<file path="src/design/cpu_pkg.sv">
package cpu_pkg;

	localparam int WORD_W = 32;
	localparam int REG_W = 4;
	localparam int ALU_OPC_W = 5;
	localparam int UC_ADDR_W = 7;

	typedef logic [WORD_W-1:0] word_t;
	typedef logic [REG_W-1:0] reg_sel_t;
	typedef logic [ALU_OPC_W-1:0] alu_opc_t;
	typedef logic [UC_ADDR_W-1:0] uc_addr_t; // Class in 6:5, opcode in 4:0.

	typedef enum logic [1:0] {
		CLASS_ALU_REG = 2'd0,
		CLASS_ALU_IMM = 2'd1,
		CLASS_MEM     = 2'd2,
		CLASS_MISC    = 2'd3
	} instr_class_t;

	typedef enum logic [1:0] {
		IMM13 = 2'd0, // instr[24:12], sign extended.
		IMM24 = 2'd1, // instr[23:0] << 2, sign extended.
		HI16  = 2'd2,
		LO16  = 2'd3
	} imm_sel_t;

	localparam logic [4:0] OP_ADD = 5'd0;
	localparam logic [4:0] OP_SUB = 5'd1;
	localparam logic [4:0] OP_AND = 5'd2;
	localparam logic [4:0] OP_OR  = 5'd3;
	localparam logic [4:0] OP_XOR = 5'd4;
	localparam logic [4:0] OP_SHL = 5'd5;
	localparam logic [4:0] OP_SHR = 5'd6;
	localparam logic [4:0] OP_CMP = 5'd7;

	localparam logic [4:0] OP_LDR  = 5'd0;
	localparam logic [4:0] OP_STR  = 5'd1;
	localparam logic [4:0] OP_LDRB = 5'd2;
	localparam logic [4:0] OP_STRB = 5'd3;

	localparam logic [4:0] OP_MOVHI = 5'd0;
	localparam logic [4:0] OP_MOVLO = 5'd1;
	localparam logic [4:0] OP_CALL  = 5'd2;
	localparam logic [4:0] OP_SWI   = 5'd3;
	localparam logic [4:0] OP_RFE   = 5'd4;
	localparam logic [4:0] OP_BKP   = 5'd5;
	localparam logic [4:0] OP_CACHE = 5'd6;

	localparam logic [1:0] MEM_WIDTH_WORD = 2'd0;
	localparam logic [1:0] MEM_WIDTH_BYTE = 2'd2;

	localparam reg_sel_t LINK_REG = 4'd15;
	localparam word_t FETCH_START = 32'h0000_0000;

	typedef struct packed {
		logic legal;
		imm_sel_t imm_sel;
		alu_opc_t alu_opc;
		logic alu_op2_imm;
		logic update_rd;
		logic rd_is_lr;
		logic update_flags;
		logic mem_load;
		logic mem_store;
		logic [1:0] mem_width;
		logic is_call;
		logic is_swi;
		logic is_rfe;
		logic cache_instr;
	} ctrl_t;

	typedef struct packed {
		reg_sel_t ra_sel;
		reg_sel_t rb_sel;
		reg_sel_t rd_sel; // Before the link register override.
		word_t imm;
		logic bkpt;
	} fields_t;

	typedef struct packed {
		ctrl_t ctrl;
		reg_sel_t rd_sel;
		word_t imm;
		instr_class_t instr_class;
		word_t pc_plus_4;
		logic bkpt;
	} decoded_t;

endpackage

</file>
<file path="src/design/fetch_wb.sv">
`timescale 1ns/100ps

module fetch_wb import cpu_pkg::*; (
	input logic clk,
	input logic rst,
	input logic stall,
	output logic wb_cyc,
	output logic wb_stb,
	output logic wb_we,
	output word_t wb_adr,
	input word_t wb_dat,
	input logic wb_ack,
	output word_t instr,
	output word_t pc_plus_4,
	output logic fetched
);

	typedef enum logic [1:0] {
		IDLE,
		BUS,
		HOLD
	} fetch_state_t;

	fetch_state_t state;
	word_t pc;
	logic launch;
	logic ack_edge;

	// A held word leaves and the next read starts in the same cycle.
	assign launch = (state == HOLD) && !stall;
	assign fetched = launch;

	assign wb_cyc = (state == BUS) || launch;
	assign wb_stb = wb_cyc;
	assign wb_we = 1'b0; // Read only port.
	assign wb_adr = pc;
	assign ack_edge = wb_cyc && wb_ack;

	always_ff @(posedge clk) begin
		if (rst) begin
			state <= IDLE;
			pc <= FETCH_START;
		end else begin
			case (state)
			IDLE: begin
				if (!stall)
					state <= BUS;
			end
			BUS: begin
				if (wb_ack)
					state <= HOLD;
			end
			HOLD: begin
				if (launch && !wb_ack)
					state <= BUS; // Zero wait ack stays in HOLD.
			end
			default: state <= IDLE;
			endcase

			if (ack_edge)
				pc <= pc + 32'd4;
		end
	end

	always_ff @(posedge clk) begin
		if (ack_edge) begin
			instr <= wb_dat;
			pc_plus_4 <= pc + 32'd4;
		end
	end

endmodule

</file>
<file path="src/design/decode_control.sv">
`timescale 1ns/100ps

module decode_control import cpu_pkg::*; (
	input word_t instr,
	output ctrl_t ctrl
);

	uc_addr_t uc_addr;
	instr_class_t cls;
	logic [4:0] opc;

	assign uc_addr = instr[31:25];
	assign cls = instr_class_t'(uc_addr[6:5]);
	assign opc = uc_addr[4:0];

	always_comb begin
		ctrl = '0;
		ctrl.imm_sel = IMM13;

		case (cls)
		CLASS_ALU_REG, CLASS_ALU_IMM: begin
			case (opc)
			OP_ADD, OP_SUB, OP_AND, OP_OR, OP_XOR, OP_SHL, OP_SHR, OP_CMP: begin
				ctrl.legal = 1'b1;
				ctrl.alu_opc = opc;
				ctrl.alu_op2_imm = (cls == CLASS_ALU_IMM);
				ctrl.update_rd = (opc != OP_CMP); // Compare only sets flags.
				ctrl.update_flags = (opc == OP_CMP);
			end
			default: ctrl.legal = 1'b0;
			endcase
		end
		CLASS_MEM: begin
			case (opc)
			OP_LDR, OP_LDRB, OP_STR, OP_STRB: begin
				ctrl.legal = 1'b1;
				ctrl.alu_opc = OP_ADD; // Base plus offset.
				ctrl.alu_op2_imm = 1'b1;
				ctrl.mem_load = (opc == OP_LDR) || (opc == OP_LDRB);
				ctrl.mem_store = (opc == OP_STR) || (opc == OP_STRB);
				ctrl.update_rd = ctrl.mem_load;
				if (opc == OP_LDRB || opc == OP_STRB)
					ctrl.mem_width = MEM_WIDTH_BYTE;
				else
					ctrl.mem_width = MEM_WIDTH_WORD;
			end
			default: ctrl.legal = 1'b0;
			endcase
		end
		CLASS_MISC: begin
			case (opc)
			OP_MOVHI, OP_MOVLO: begin
				ctrl.legal = 1'b1;
				ctrl.imm_sel = (opc == OP_MOVHI) ? HI16 : LO16;
				ctrl.alu_op2_imm = 1'b1;
				ctrl.update_rd = 1'b1;
			end
			OP_CALL: begin
				ctrl.legal = 1'b1;
				ctrl.imm_sel = IMM24;
				ctrl.alu_op2_imm = 1'b1;
				ctrl.is_call = 1'b1;
				ctrl.rd_is_lr = 1'b1; // Return address goes to r15.
				ctrl.update_rd = 1'b1;
			end
			OP_SWI: begin
				ctrl.legal = 1'b1;
				ctrl.is_swi = 1'b1;
			end
			OP_RFE: begin
				ctrl.legal = 1'b1;
				ctrl.is_rfe = 1'b1;
			end
			OP_BKP: ctrl.legal = 1'b1;
			OP_CACHE: begin
				ctrl.legal = 1'b1;
				ctrl.cache_instr = 1'b1;
			end
			default: ctrl.legal = 1'b0;
			endcase
		end
		default: ctrl.legal = 1'b0;
		endcase
	end

endmodule

</file>
<file path="src/design/decode_fields.sv">
`timescale 1ns/100ps

module decode_fields import cpu_pkg::*; (
	input word_t instr,
	output fields_t fields,
	input imm_sel_t imm_sel
);

	instr_class_t cls;
	word_t imm13;
	word_t imm24;
	word_t hi16;
	word_t lo16;

	assign cls = instr_class_t'(instr[31:30]);

	assign imm13 = {{19{instr[24]}}, instr[24:12]};
	assign imm24 = {{6{instr[23]}}, instr[23:0], 2'b00}; // Word offset.
	assign hi16 = {instr[25:10], 16'h0000};
	assign lo16 = {16'h0000, instr[25:10]};

	always_comb begin
		fields.ra_sel = instr[11:8];
		fields.rb_sel = instr[7:4];
		fields.rd_sel = instr[3:0];

		case (imm_sel)
		IMM13: fields.imm = imm13;
		IMM24: fields.imm = imm24;
		HI16: fields.imm = hi16;
		LO16: fields.imm = lo16;
		default: fields.imm = imm13;
		endcase

		fields.bkpt = (cls == CLASS_MISC) && (instr[29:25] == OP_BKP);
	end

endmodule

</file>
<file path="src/design/decode_stage.sv">
`timescale 1ns/100ps

module decode_stage import cpu_pkg::*; (
	input logic clk,
	input logic rst,
	input logic stall,
	input logic fetched,
	input ctrl_t ctrl,
	input fields_t fields,
	input word_t pc_plus_4,
	output decoded_t decoded,
	output logic dec_valid,
	output logic illegal,
	output logic exception_start,
	output logic bkpt_hit
);

	decoded_t bundle;

	// Class recovered from the controls, illegal words report ALU_REG.
	function automatic instr_class_t class_of(input ctrl_t c, input logic bkpt);
		if (!c.legal)
			return CLASS_ALU_REG;
		if (c.mem_load || c.mem_store)
			return CLASS_MEM;
		if (c.is_call || c.is_swi || c.is_rfe || c.cache_instr || bkpt ||
		    c.imm_sel == HI16 || c.imm_sel == LO16)
			return CLASS_MISC;
		if (c.alu_op2_imm)
			return CLASS_ALU_IMM;
		return CLASS_ALU_REG;
	endfunction

	always_comb begin
		bundle.ctrl = ctrl;
		bundle.rd_sel = ctrl.rd_is_lr ? LINK_REG : fields.rd_sel;
		bundle.imm = fields.imm;
		bundle.instr_class = class_of(ctrl, fields.bkpt);
		bundle.pc_plus_4 = pc_plus_4;
		bundle.bkpt = fields.bkpt;
	end

	always_ff @(posedge clk) begin
		if (rst) begin
			decoded.ctrl.legal <= 1'b0;
			decoded.ctrl.update_rd <= 1'b0;
			decoded.ctrl.update_flags <= 1'b0;
			decoded.ctrl.mem_load <= 1'b0;
			decoded.ctrl.mem_store <= 1'b0;
			decoded.ctrl.is_call <= 1'b0;
			decoded.ctrl.is_swi <= 1'b0;
			decoded.ctrl.is_rfe <= 1'b0;
			decoded.ctrl.cache_instr <= 1'b0;
			dec_valid <= 1'b0;
			illegal <= 1'b0;
			exception_start <= 1'b0;
			bkpt_hit <= 1'b0;
		end else if (!stall) begin
			if (fetched)
				decoded <= bundle;
			dec_valid <= fetched && ctrl.legal;
			illegal <= fetched && !ctrl.legal;
			exception_start <= fetched && (!ctrl.legal || ctrl.is_swi);
			bkpt_hit <= fetched && fields.bkpt;
		end
	end

endmodule

</file>
<file path="src/design/cpu_frontend.sv">
`timescale 1ns/100ps

module cpu_frontend import cpu_pkg::*; (
	input logic clk,
	input logic rst,
	input logic stall,
	output logic wb_cyc,
	output logic wb_stb,
	output logic wb_we,
	output word_t wb_adr,
	input word_t wb_dat,
	input logic wb_ack,
	output decoded_t decoded,
	output logic dec_valid,
	output logic illegal,
	output logic exception_start,
	output logic bkpt_hit
);

	word_t instr;
	word_t pc_plus_4;
	logic fetched;
	ctrl_t ctrl;
	fields_t fields;

	fetch_wb u_fetch (
		.clk(clk),
		.rst(rst),
		.stall(stall),
		.wb_cyc(wb_cyc),
		.wb_stb(wb_stb),
		.wb_we(wb_we),
		.wb_adr(wb_adr),
		.wb_dat(wb_dat),
		.wb_ack(wb_ack),
		.instr(instr),
		.pc_plus_4(pc_plus_4),
		.fetched(fetched)
	);

	decode_control u_control (
		.instr(instr),
		.ctrl(ctrl)
	);

	decode_fields u_fields (
		.instr(instr),
		.fields(fields),
		.imm_sel(ctrl.imm_sel)
	);

	decode_stage u_stage (
		.clk(clk),
		.rst(rst),
		.stall(stall),
		.fetched(fetched),
		.ctrl(ctrl),
		.fields(fields),
		.pc_plus_4(pc_plus_4),
		.decoded(decoded),
		.dec_valid(dec_valid),
		.illegal(illegal),
		.exception_start(exception_start),
		.bkpt_hit(bkpt_hit)
	);

endmodule

</file>
<file path="config.mk">
export PLATFORM = sky130hd
export DESIGN_NAME = cpu_frontend
export DESIGN_NICKNAME = d
export VERILOG_FILES = /design/src/design/cpu_pkg.sv /design/src/design/fetch_wb.sv /design/src/design/decode_control.sv /design/src/design/decode_fields.sv /design/src/design/decode_stage.sv /design/src/design/cpu_frontend.sv
export SDC_FILE = /design/constraint.sdc
export NUM_CORES = 1
export LEC_CHECK = 0
export BUFFER_PORTS_ARGS = -buffer_cell sky130_fd_sc_hd__buf_2
export CAP_MARGIN = 10
export CORE_MARGIN = 2
export CORE_UTILIZATION = 45
export CTS_CLUSTER_SIZE = 10
export DETAILED_ROUTE_END_ITERATION = 8
export GPL_ROUTABILITY_DRIVEN = 0
export GPL_TIMING_DRIVEN = 0
export PLACE_DENSITY = 0.68
export SYNTH_ARGS = -nofsm -noshare
export SYNTH_HDL_FRONTEND = slang
export SYNTH_SLANG_ARGS = --single-unit
</file>
<file path="constraint.sdc">
create_clock -name clk -period 7 [get_ports clk]
set_input_delay 1.05 -clock clk [delete_from_list [all_inputs] [get_ports clk]]
set_output_delay 1.05 -clock clk [all_outputs]
set_load 0.05 [all_outputs]
</file>
**Yosys cells after proc, flatten, opt, wreduce, memory -nomap -nowiden**

Cells that the tools add are included.

- Bitwise logic cells: 2
- Add/subtract/negate cells: 1
- Equality and inequality tests: 19
- Reduce and logical (&&, ||, !) cells: 37
- Multiplexer cells: 45

Operators with widths:

| operator | count |
|---|---|
| $pmux 32 s4 | 1 |
| $add 32x3->32 const B | 1 |
| $mux 2 | 15 |
| $eq 5x3->1 const B | 4 |
| $mux 1 | 20 |
| $logic_or 1x1->1 | 12 |
| $mux 4 | 3 |
| $pmux 2 s3 | 2 |
| $eq 2x2->1 const B | 5 |
| $eq 5x2->1 const B | 2 |
| $pmux 5 s2 | 1 |
| $logic_and 1x1->1 | 8 |
| $reduce_or 8->1 | 1 |
| $mux 7 | 1 |
| $reduce_or 7->1 | 1 |
| $eq 2x1->1 const B | 3 |
| $logic_not 2->1 | 3 |
| $ne 2x2->1 const B | 3 |
| $reduce_and 3->1 | 2 |
| $eq 5x1->1 const B | 1 |
| $logic_not 5->1 | 1 |
| $ne 5x3->1 const B | 1 |
| $pmux 2 s2 | 1 |
| $reduce_and 2->1 | 2 |
| 6 further kinds | 10 |

- Flip-flop bits (word level): 193

**Logic depth before layout (Yosys ltp)**

- Depth after elaboration: 19
- Mapped depth: 8
- Mapped depth without buffers: 5

**By module**

Synthesis repeated with hierarchy kept, for this count alone.

- Cell total of the unflattened synthesis: 618
- Area total of the unflattened synthesis: 8,126.5 µm²

Modules (own cells, without submodules):

| module | area each (µm²) | seq. area each (µm²) | cells each | instances |
|---|---|---|---|---|
| fetch_wb | 3,986.3 | 2,502.4 | 328 | 1 |
| decode_stage | 2,989.1 | 2,722.6 | 148 | 1 |
| decode_fields | 903.4 | 0.0 | 103 | 1 |
| decode_control | 247.7 | 0.0 | 39 | 1 |

**Least setup slack after synthesis**

OpenSTA, ideal clock, no wires.

- Path type: input port to flip-flop
- Start: in stall
- End: reg, netlist name u_stage.decoded[0]
- Required time: 6.483 ns
- Buffers on the path: 2
- Path slack: 1.314 ns
- Cell stages on the path: 4
- Data arrival time: 5.169 ns
- Path through: buf_6 > or3b_2 > clkbuf_1 > nor2_1

- Cells in the longest elaborated chain, start to end: 3
- Elaborated cells between the ends (all ways): 4
- Classes of those cells: bitwise (1); reduce/logical (3)

RTL lines:

| what | RTL line | RTL |
|---|---|---|
| start: declaration | cpu_frontend.sv:6 | `input logic stall,` |
| $logic_not 1->1 | n/a |  |
| $logic_and 1x1->1 | fetch_wb.sv:30 | `assign launch = (state == HOLD) && !stall;` |
| $reduce_and 3->1 (no line) * | n/a |  |

Mark *: on every way between the ends. The rest lies on a longest branch, timed or not.
A chain may end at the register's enable or synchronous reset.

**Worst setup path after layout**

- Start: in stall
- End: out wb_stb

- Cells in the longest elaborated chain, start to end: 3

RTL lines:

| what | RTL line | RTL |
|---|---|---|
| $logic_not 1->1 | n/a |  |
| $logic_and 1x1->1 | fetch_wb.sv:30 |  |
| $logic_or 1x1->1 | fetch_wb.sv:33 | `assign wb_cyc = (state == BUS) \|\| launch;` |
| end: declaration | cpu_frontend.sv:8 | `output logic wb_stb,` |

Every way passes these cells.

==> results_tabular.tex <==
\begin{tabular}{lr}
\hline
Metric & Value \\
\hline
\multicolumn{2}{l}{\textbf{Worst setup path}} \\
\quad Startpoint of the worst setup timing path & stall \\
\quad Crit Path Category & primary input to output port \\
\quad Top fanout value on the critical path & 10 \\
\quad Worst EP required & 5950 ps \\
\quad Launching point of the worst reg2reg path & u\_fetch.state[1] \\
\quad Max stage delay on crit path & 510 ps \\
\quad Element type at the critical path start & primary input \\
\quad Worst path buffer plus inverter count & 4 \\
\quad Sequence of cells on the critical path & buf\_6 -> or3b\_2 -> clkbuf\_1 -> nand2b\_1 -> buf\_4 -> buf\_2 \\
\quad Cell family with most CP delay & buffers and inverters \\
\quad Sort of element at the end of the critical path & output port \\
\quad Worst EP arrival & approximately 2600 ps \\
\quad Slowest cell on the critical path & or3b\_2 \\
\multicolumn{2}{l}{\textbf{Synthesis}} \\
\quad Synth area leaders & edfxtp\_1 55\%, dfxtp\_1 12\%, xor2\_1 3.2\% \\
\quad Synth top area share & 0.5507 \\
\quad Flop and latch count out of synthesis & between 150 and 200 \\
\quad Async set-or-reset flop fraction in the synthesized netlist & 0 \\
\quad Yosys warns & 0 \\
\quad Per-instance average area after synthesis & roughly 13 µm² \\
\quad Cell area after technology mapping & just under 8000 µm² \\
\quad Post-synthesis cell type with the largest combined area & edfxtp\_1 \\
\quad Dominant register cell in the synthesized netlist & edfxtp\_1 \\
\quad Number of synthesized flops with an enable pin & about 140 \\
\quad Count of different cell masters after synthesis & 55 \\
\quad Count of mapped cells out of synthesis & a little under 600 \\
\quad Share of synthesized area occupied by flip-flops and latches & 0.6679 \\
\multicolumn{2}{l}{\textbf{Timing}} \\
\quad Unrepaired setup endpoints after global routing & no \\
\quad Worst slack on hold paths & 421.2 ps \\
\quad Worst Tran Pin Value & 752.7 ps \\
\quad Final count of pins violating max slew & 0 \\
\quad Max Fclk & 277.5 MHz \\
\quad Setup skew after layout & 8.355 ps \\
\quad Share of the clock period used by the worst path after layout & 0.5148 \\
\quad Relative slew slack & 0.4935 \\
\quad Final setup vio count & 0 \\
\quad Setup TNS Final & 0 ps \\
\quad Hold violation total from the final report & 0 \\
\quad Period minus WS final & approximately 3600 ps \\
\multicolumn{2}{l}{\textbf{Floorplanning}} \\
\quad Boundary pin count & between 150 and 200 \\
\quad Horizontal die dimension & roughly 130 µm \\
\quad Core Footprint & approximately 17000 µm² \\
\quad Die Ht & $\sim$130 µm \\
\quad Placement Rows & 47 \\
\quad DIE AREA & roughly 18000 µm² \\
\quad Starting Density & 0.4620 \\
\multicolumn{2}{l}{\textbf{CTS}} \\
\quad Number of buffers added for setup after CTS & 0 \\
\quad Hold buffers post-CTS & 0 \\
\quad Clock latency on the worst-skew pair & between 400 and 500 ps \\
\quad Number of clock sinks & $\sim$190 \\
\quad Htree depth & 4 \\
\quad CTS root buf & clkbuf\_16 \\
\quad Clk buf depth & 2 \\
\quad CTS tree & done \\
\quad Clock input transition at the sequential cells of the worst setup and hold paths & 70 ps \\
\quad \# resized after CTS & 0 \\
\quad Number of buffers added by the clock tree synthesis step & 17 \\
\multicolumn{2}{l}{\textbf{Cells and area}} \\
\quad Number of inserted diodes & 0 \\
\quad Final layout net count & 819 \\
\quad Final Core Density & 0.5691 \\
\quad Area added between synthesis and finish & 23.17\% \\
\quad Share of cells above drive strength 1 & 0.3057 \\
\multicolumn{2}{l}{\textbf{Outcome}} \\
\quad Result of the run & completed \\
\multicolumn{2}{l}{\textbf{Drt}} \\
\quad Post-Route WL & between 15000 and 20000 µm \\
\quad Max layer used & met4 \\
\quad Average routed wire per standard cell & approximately 18 µm \\
\quad Metal2 WL & 8904 µm \\
\quad Total iterations of the first detailed-routing run & 5 \\
\quad Met3 layer wire length in the routed design & 1405 µm \\
\quad Count of nets left with antenna violations after detail routing & 0 \\
\quad DR vias & about 5500 \\
\quad Residual DRC count & 0 \\
\quad Drt initial violations & $\sim$480 \\
\quad Via-per-instance ratio & around 5.4 \\
\quad Routed length on met1 & 7249 µm \\
\multicolumn{2}{l}{\textbf{Global route}} \\
\quad Global-route wire length before repair & 28220 µm \\
\quad Vias in the first global route & about 5400 \\
\quad Remaining global-route overflow & 0 \\
\quad Number of antenna violations at the first check in global routing & 0 \\
\quad Maximum number of pins on one net before global-route repair & 41 \\
\quad Global-route usage over all layers & 0.2026 \\
\multicolumn{2}{l}{\textbf{Placement}} \\
\quad Half-perimeter wire length after placement & 12780 µm \\
\quad Total of buffers placed on input and output ports & 158 \\
\multicolumn{2}{l}{\textbf{Power and ir drop}} \\
\quad Worst vdd rail ir drop & $\sim$0.18 mV \\
\quad Power density cells & approximately 240 nW/µm² \\
\quad Leakage power & 3.680 nW \\
\multicolumn{2}{l}{\textbf{Hold path}} \\
\quad Path class of the lowest-slack min-delay path & flop to flop \\
\quad Worst Min Path Start & u\_fetch.pc\_plus\_4[26] \\
\multicolumn{2}{l}{\textbf{Flow run}} \\
\quad Max-cap violation count & 0 \\
\hline
\end{tabular}
final timing paths:
path	end	slack, ps	cells after the start
worst max-delay path	wb_stb	3400	6
worst min-delay path	u_stage.decoded[27]	420	0
worst max register to register	u_stage.decoded[76]	4330	6
worst min register to register	u_stage.decoded[27]	420	0
registers in the layout, indices dropped and copies added, names as in the netlist, 2 cells and up:
name	count
u_fetch.wb_adr	30
u_stage.decoded	88
u_fetch.instr	32
u_fetch.state	2
u_fetch.pc_plus_4	30
per-stage QoR:
stage	instances	setup WS, ps	total power, mW	area (µm²)
6_report	1015	3396	2.287	9470
5_1_grt	1015	3300	2.353	9470
4_1_cts	1015	3401	2.306	9470
3_5_place_dp	983	3346	1.359	8884
3_3_place_gp	979	-427.5	1.355	8781
2_1_floorplan	601	1314	1.318	7715
placed cells by master (no fill, tap or decap), types with 6 or more instances in the layout:
master | netlist | final
buf_2 | 12 | 170
edfxtp_1 | 141 | 141
dfxtp_1 | 45 | 45
nand2_1 | 43 | 43
nor2_1 | 38 | 37
o21ai_0 | 31 | 31
a21oi_1 | 31 | 31
xor2_1 | 28 | 28
a22oi_1 | 23 | 23
clkbuf_1 | 20 | 20
clkbuf_16 | 0 | 17
nor3_1 | 13 | 13
nand3_1 | 11 | 11
mux2i_1 | 11 | 11
o31ai_1 | 11 | 11
or4_1 | 11 | 11
buf_4 | 10 | 10
nor4_1 | 10 | 10
nor2b_1 | 8 | 8
xnor2_1 | 8 | 8
conb_1 | 1 | 8
and4_1 | 7 | 7
inv_1 | 8 | 7
nand4_1 | 6 | 6
mux2_2 | 6 | 6
cell families after synthesis:
kind of cell / after synthesis / share of synthesized area
AO/OA/AOI/OAI: 119 / 0.09927
XOR/XNOR: 36 / 0.04101
adder cells (fa/ha/maj): 1 / 0.001627
buffers and inverters: 54 / 0.03515
flip-flops: 186 / 0.6679
multiplexers: 18 / 0.02457
other: 1 / 0.0004877
AND/OR/NAND/NOR: 179 / 0.1300
Yosys cell counts (2+ instances only):
cell	n
clkbuf_1	20
o21ai_0	31
a22oi_1	23
nor4_1	10
and4_1	7
edfxtp_1	141
or4_1	11
buf_2	12
o2111ai_1	5
dfxtp_1	45
o21ai_2	2
nand2_1	43
buf_4	10
o211ai_1	3
buf_6	2
a22o_1	2
and3_1	5
xor2_1	28
o31ai_1	11
a21oi_1	31
or3_1	4
or2_2	5
xnor2_1	8
nand2b_1	2
a21boi_0	2
nand4_1	6
inv_1	8
nand3_1	11
nor2_1	38
buf_1	2
a221o_1	3
and2_1	5
nor2b_1	8
nor3_1	13
mux2_2	6
or3b_2	2
mux2i_1	11
routing by layer:
metal / global-route usage / vias to the layer above
met3: 0.05068 / 31
met1: 0.2497 / 2649
met2: 0.3429 / 245
met5: 0 / -
met4: 0.08070 / 0
li1: - / 2593
layout make-up:
class,instances,area [µm²]
multi-input combinational,361,2317
timing repair buffer,162,885.9
sequential,186,5135
tap,220,275.3
inverter,8,30.03
clock buffer,17,425.4
fill,1389,7172
clock inverter,15,161.4
buffer,46,240.2
where the power goes:
group          internal [mW]  total, mW  switching [mW]
Combinational         0.0338      0.115          0.0815
Clock                  0.506      0.952           0.446
Sequential              1.21       1.22          0.0127
Total                   1.75       2.29           0.540
(Power assumes the default switching activity.)
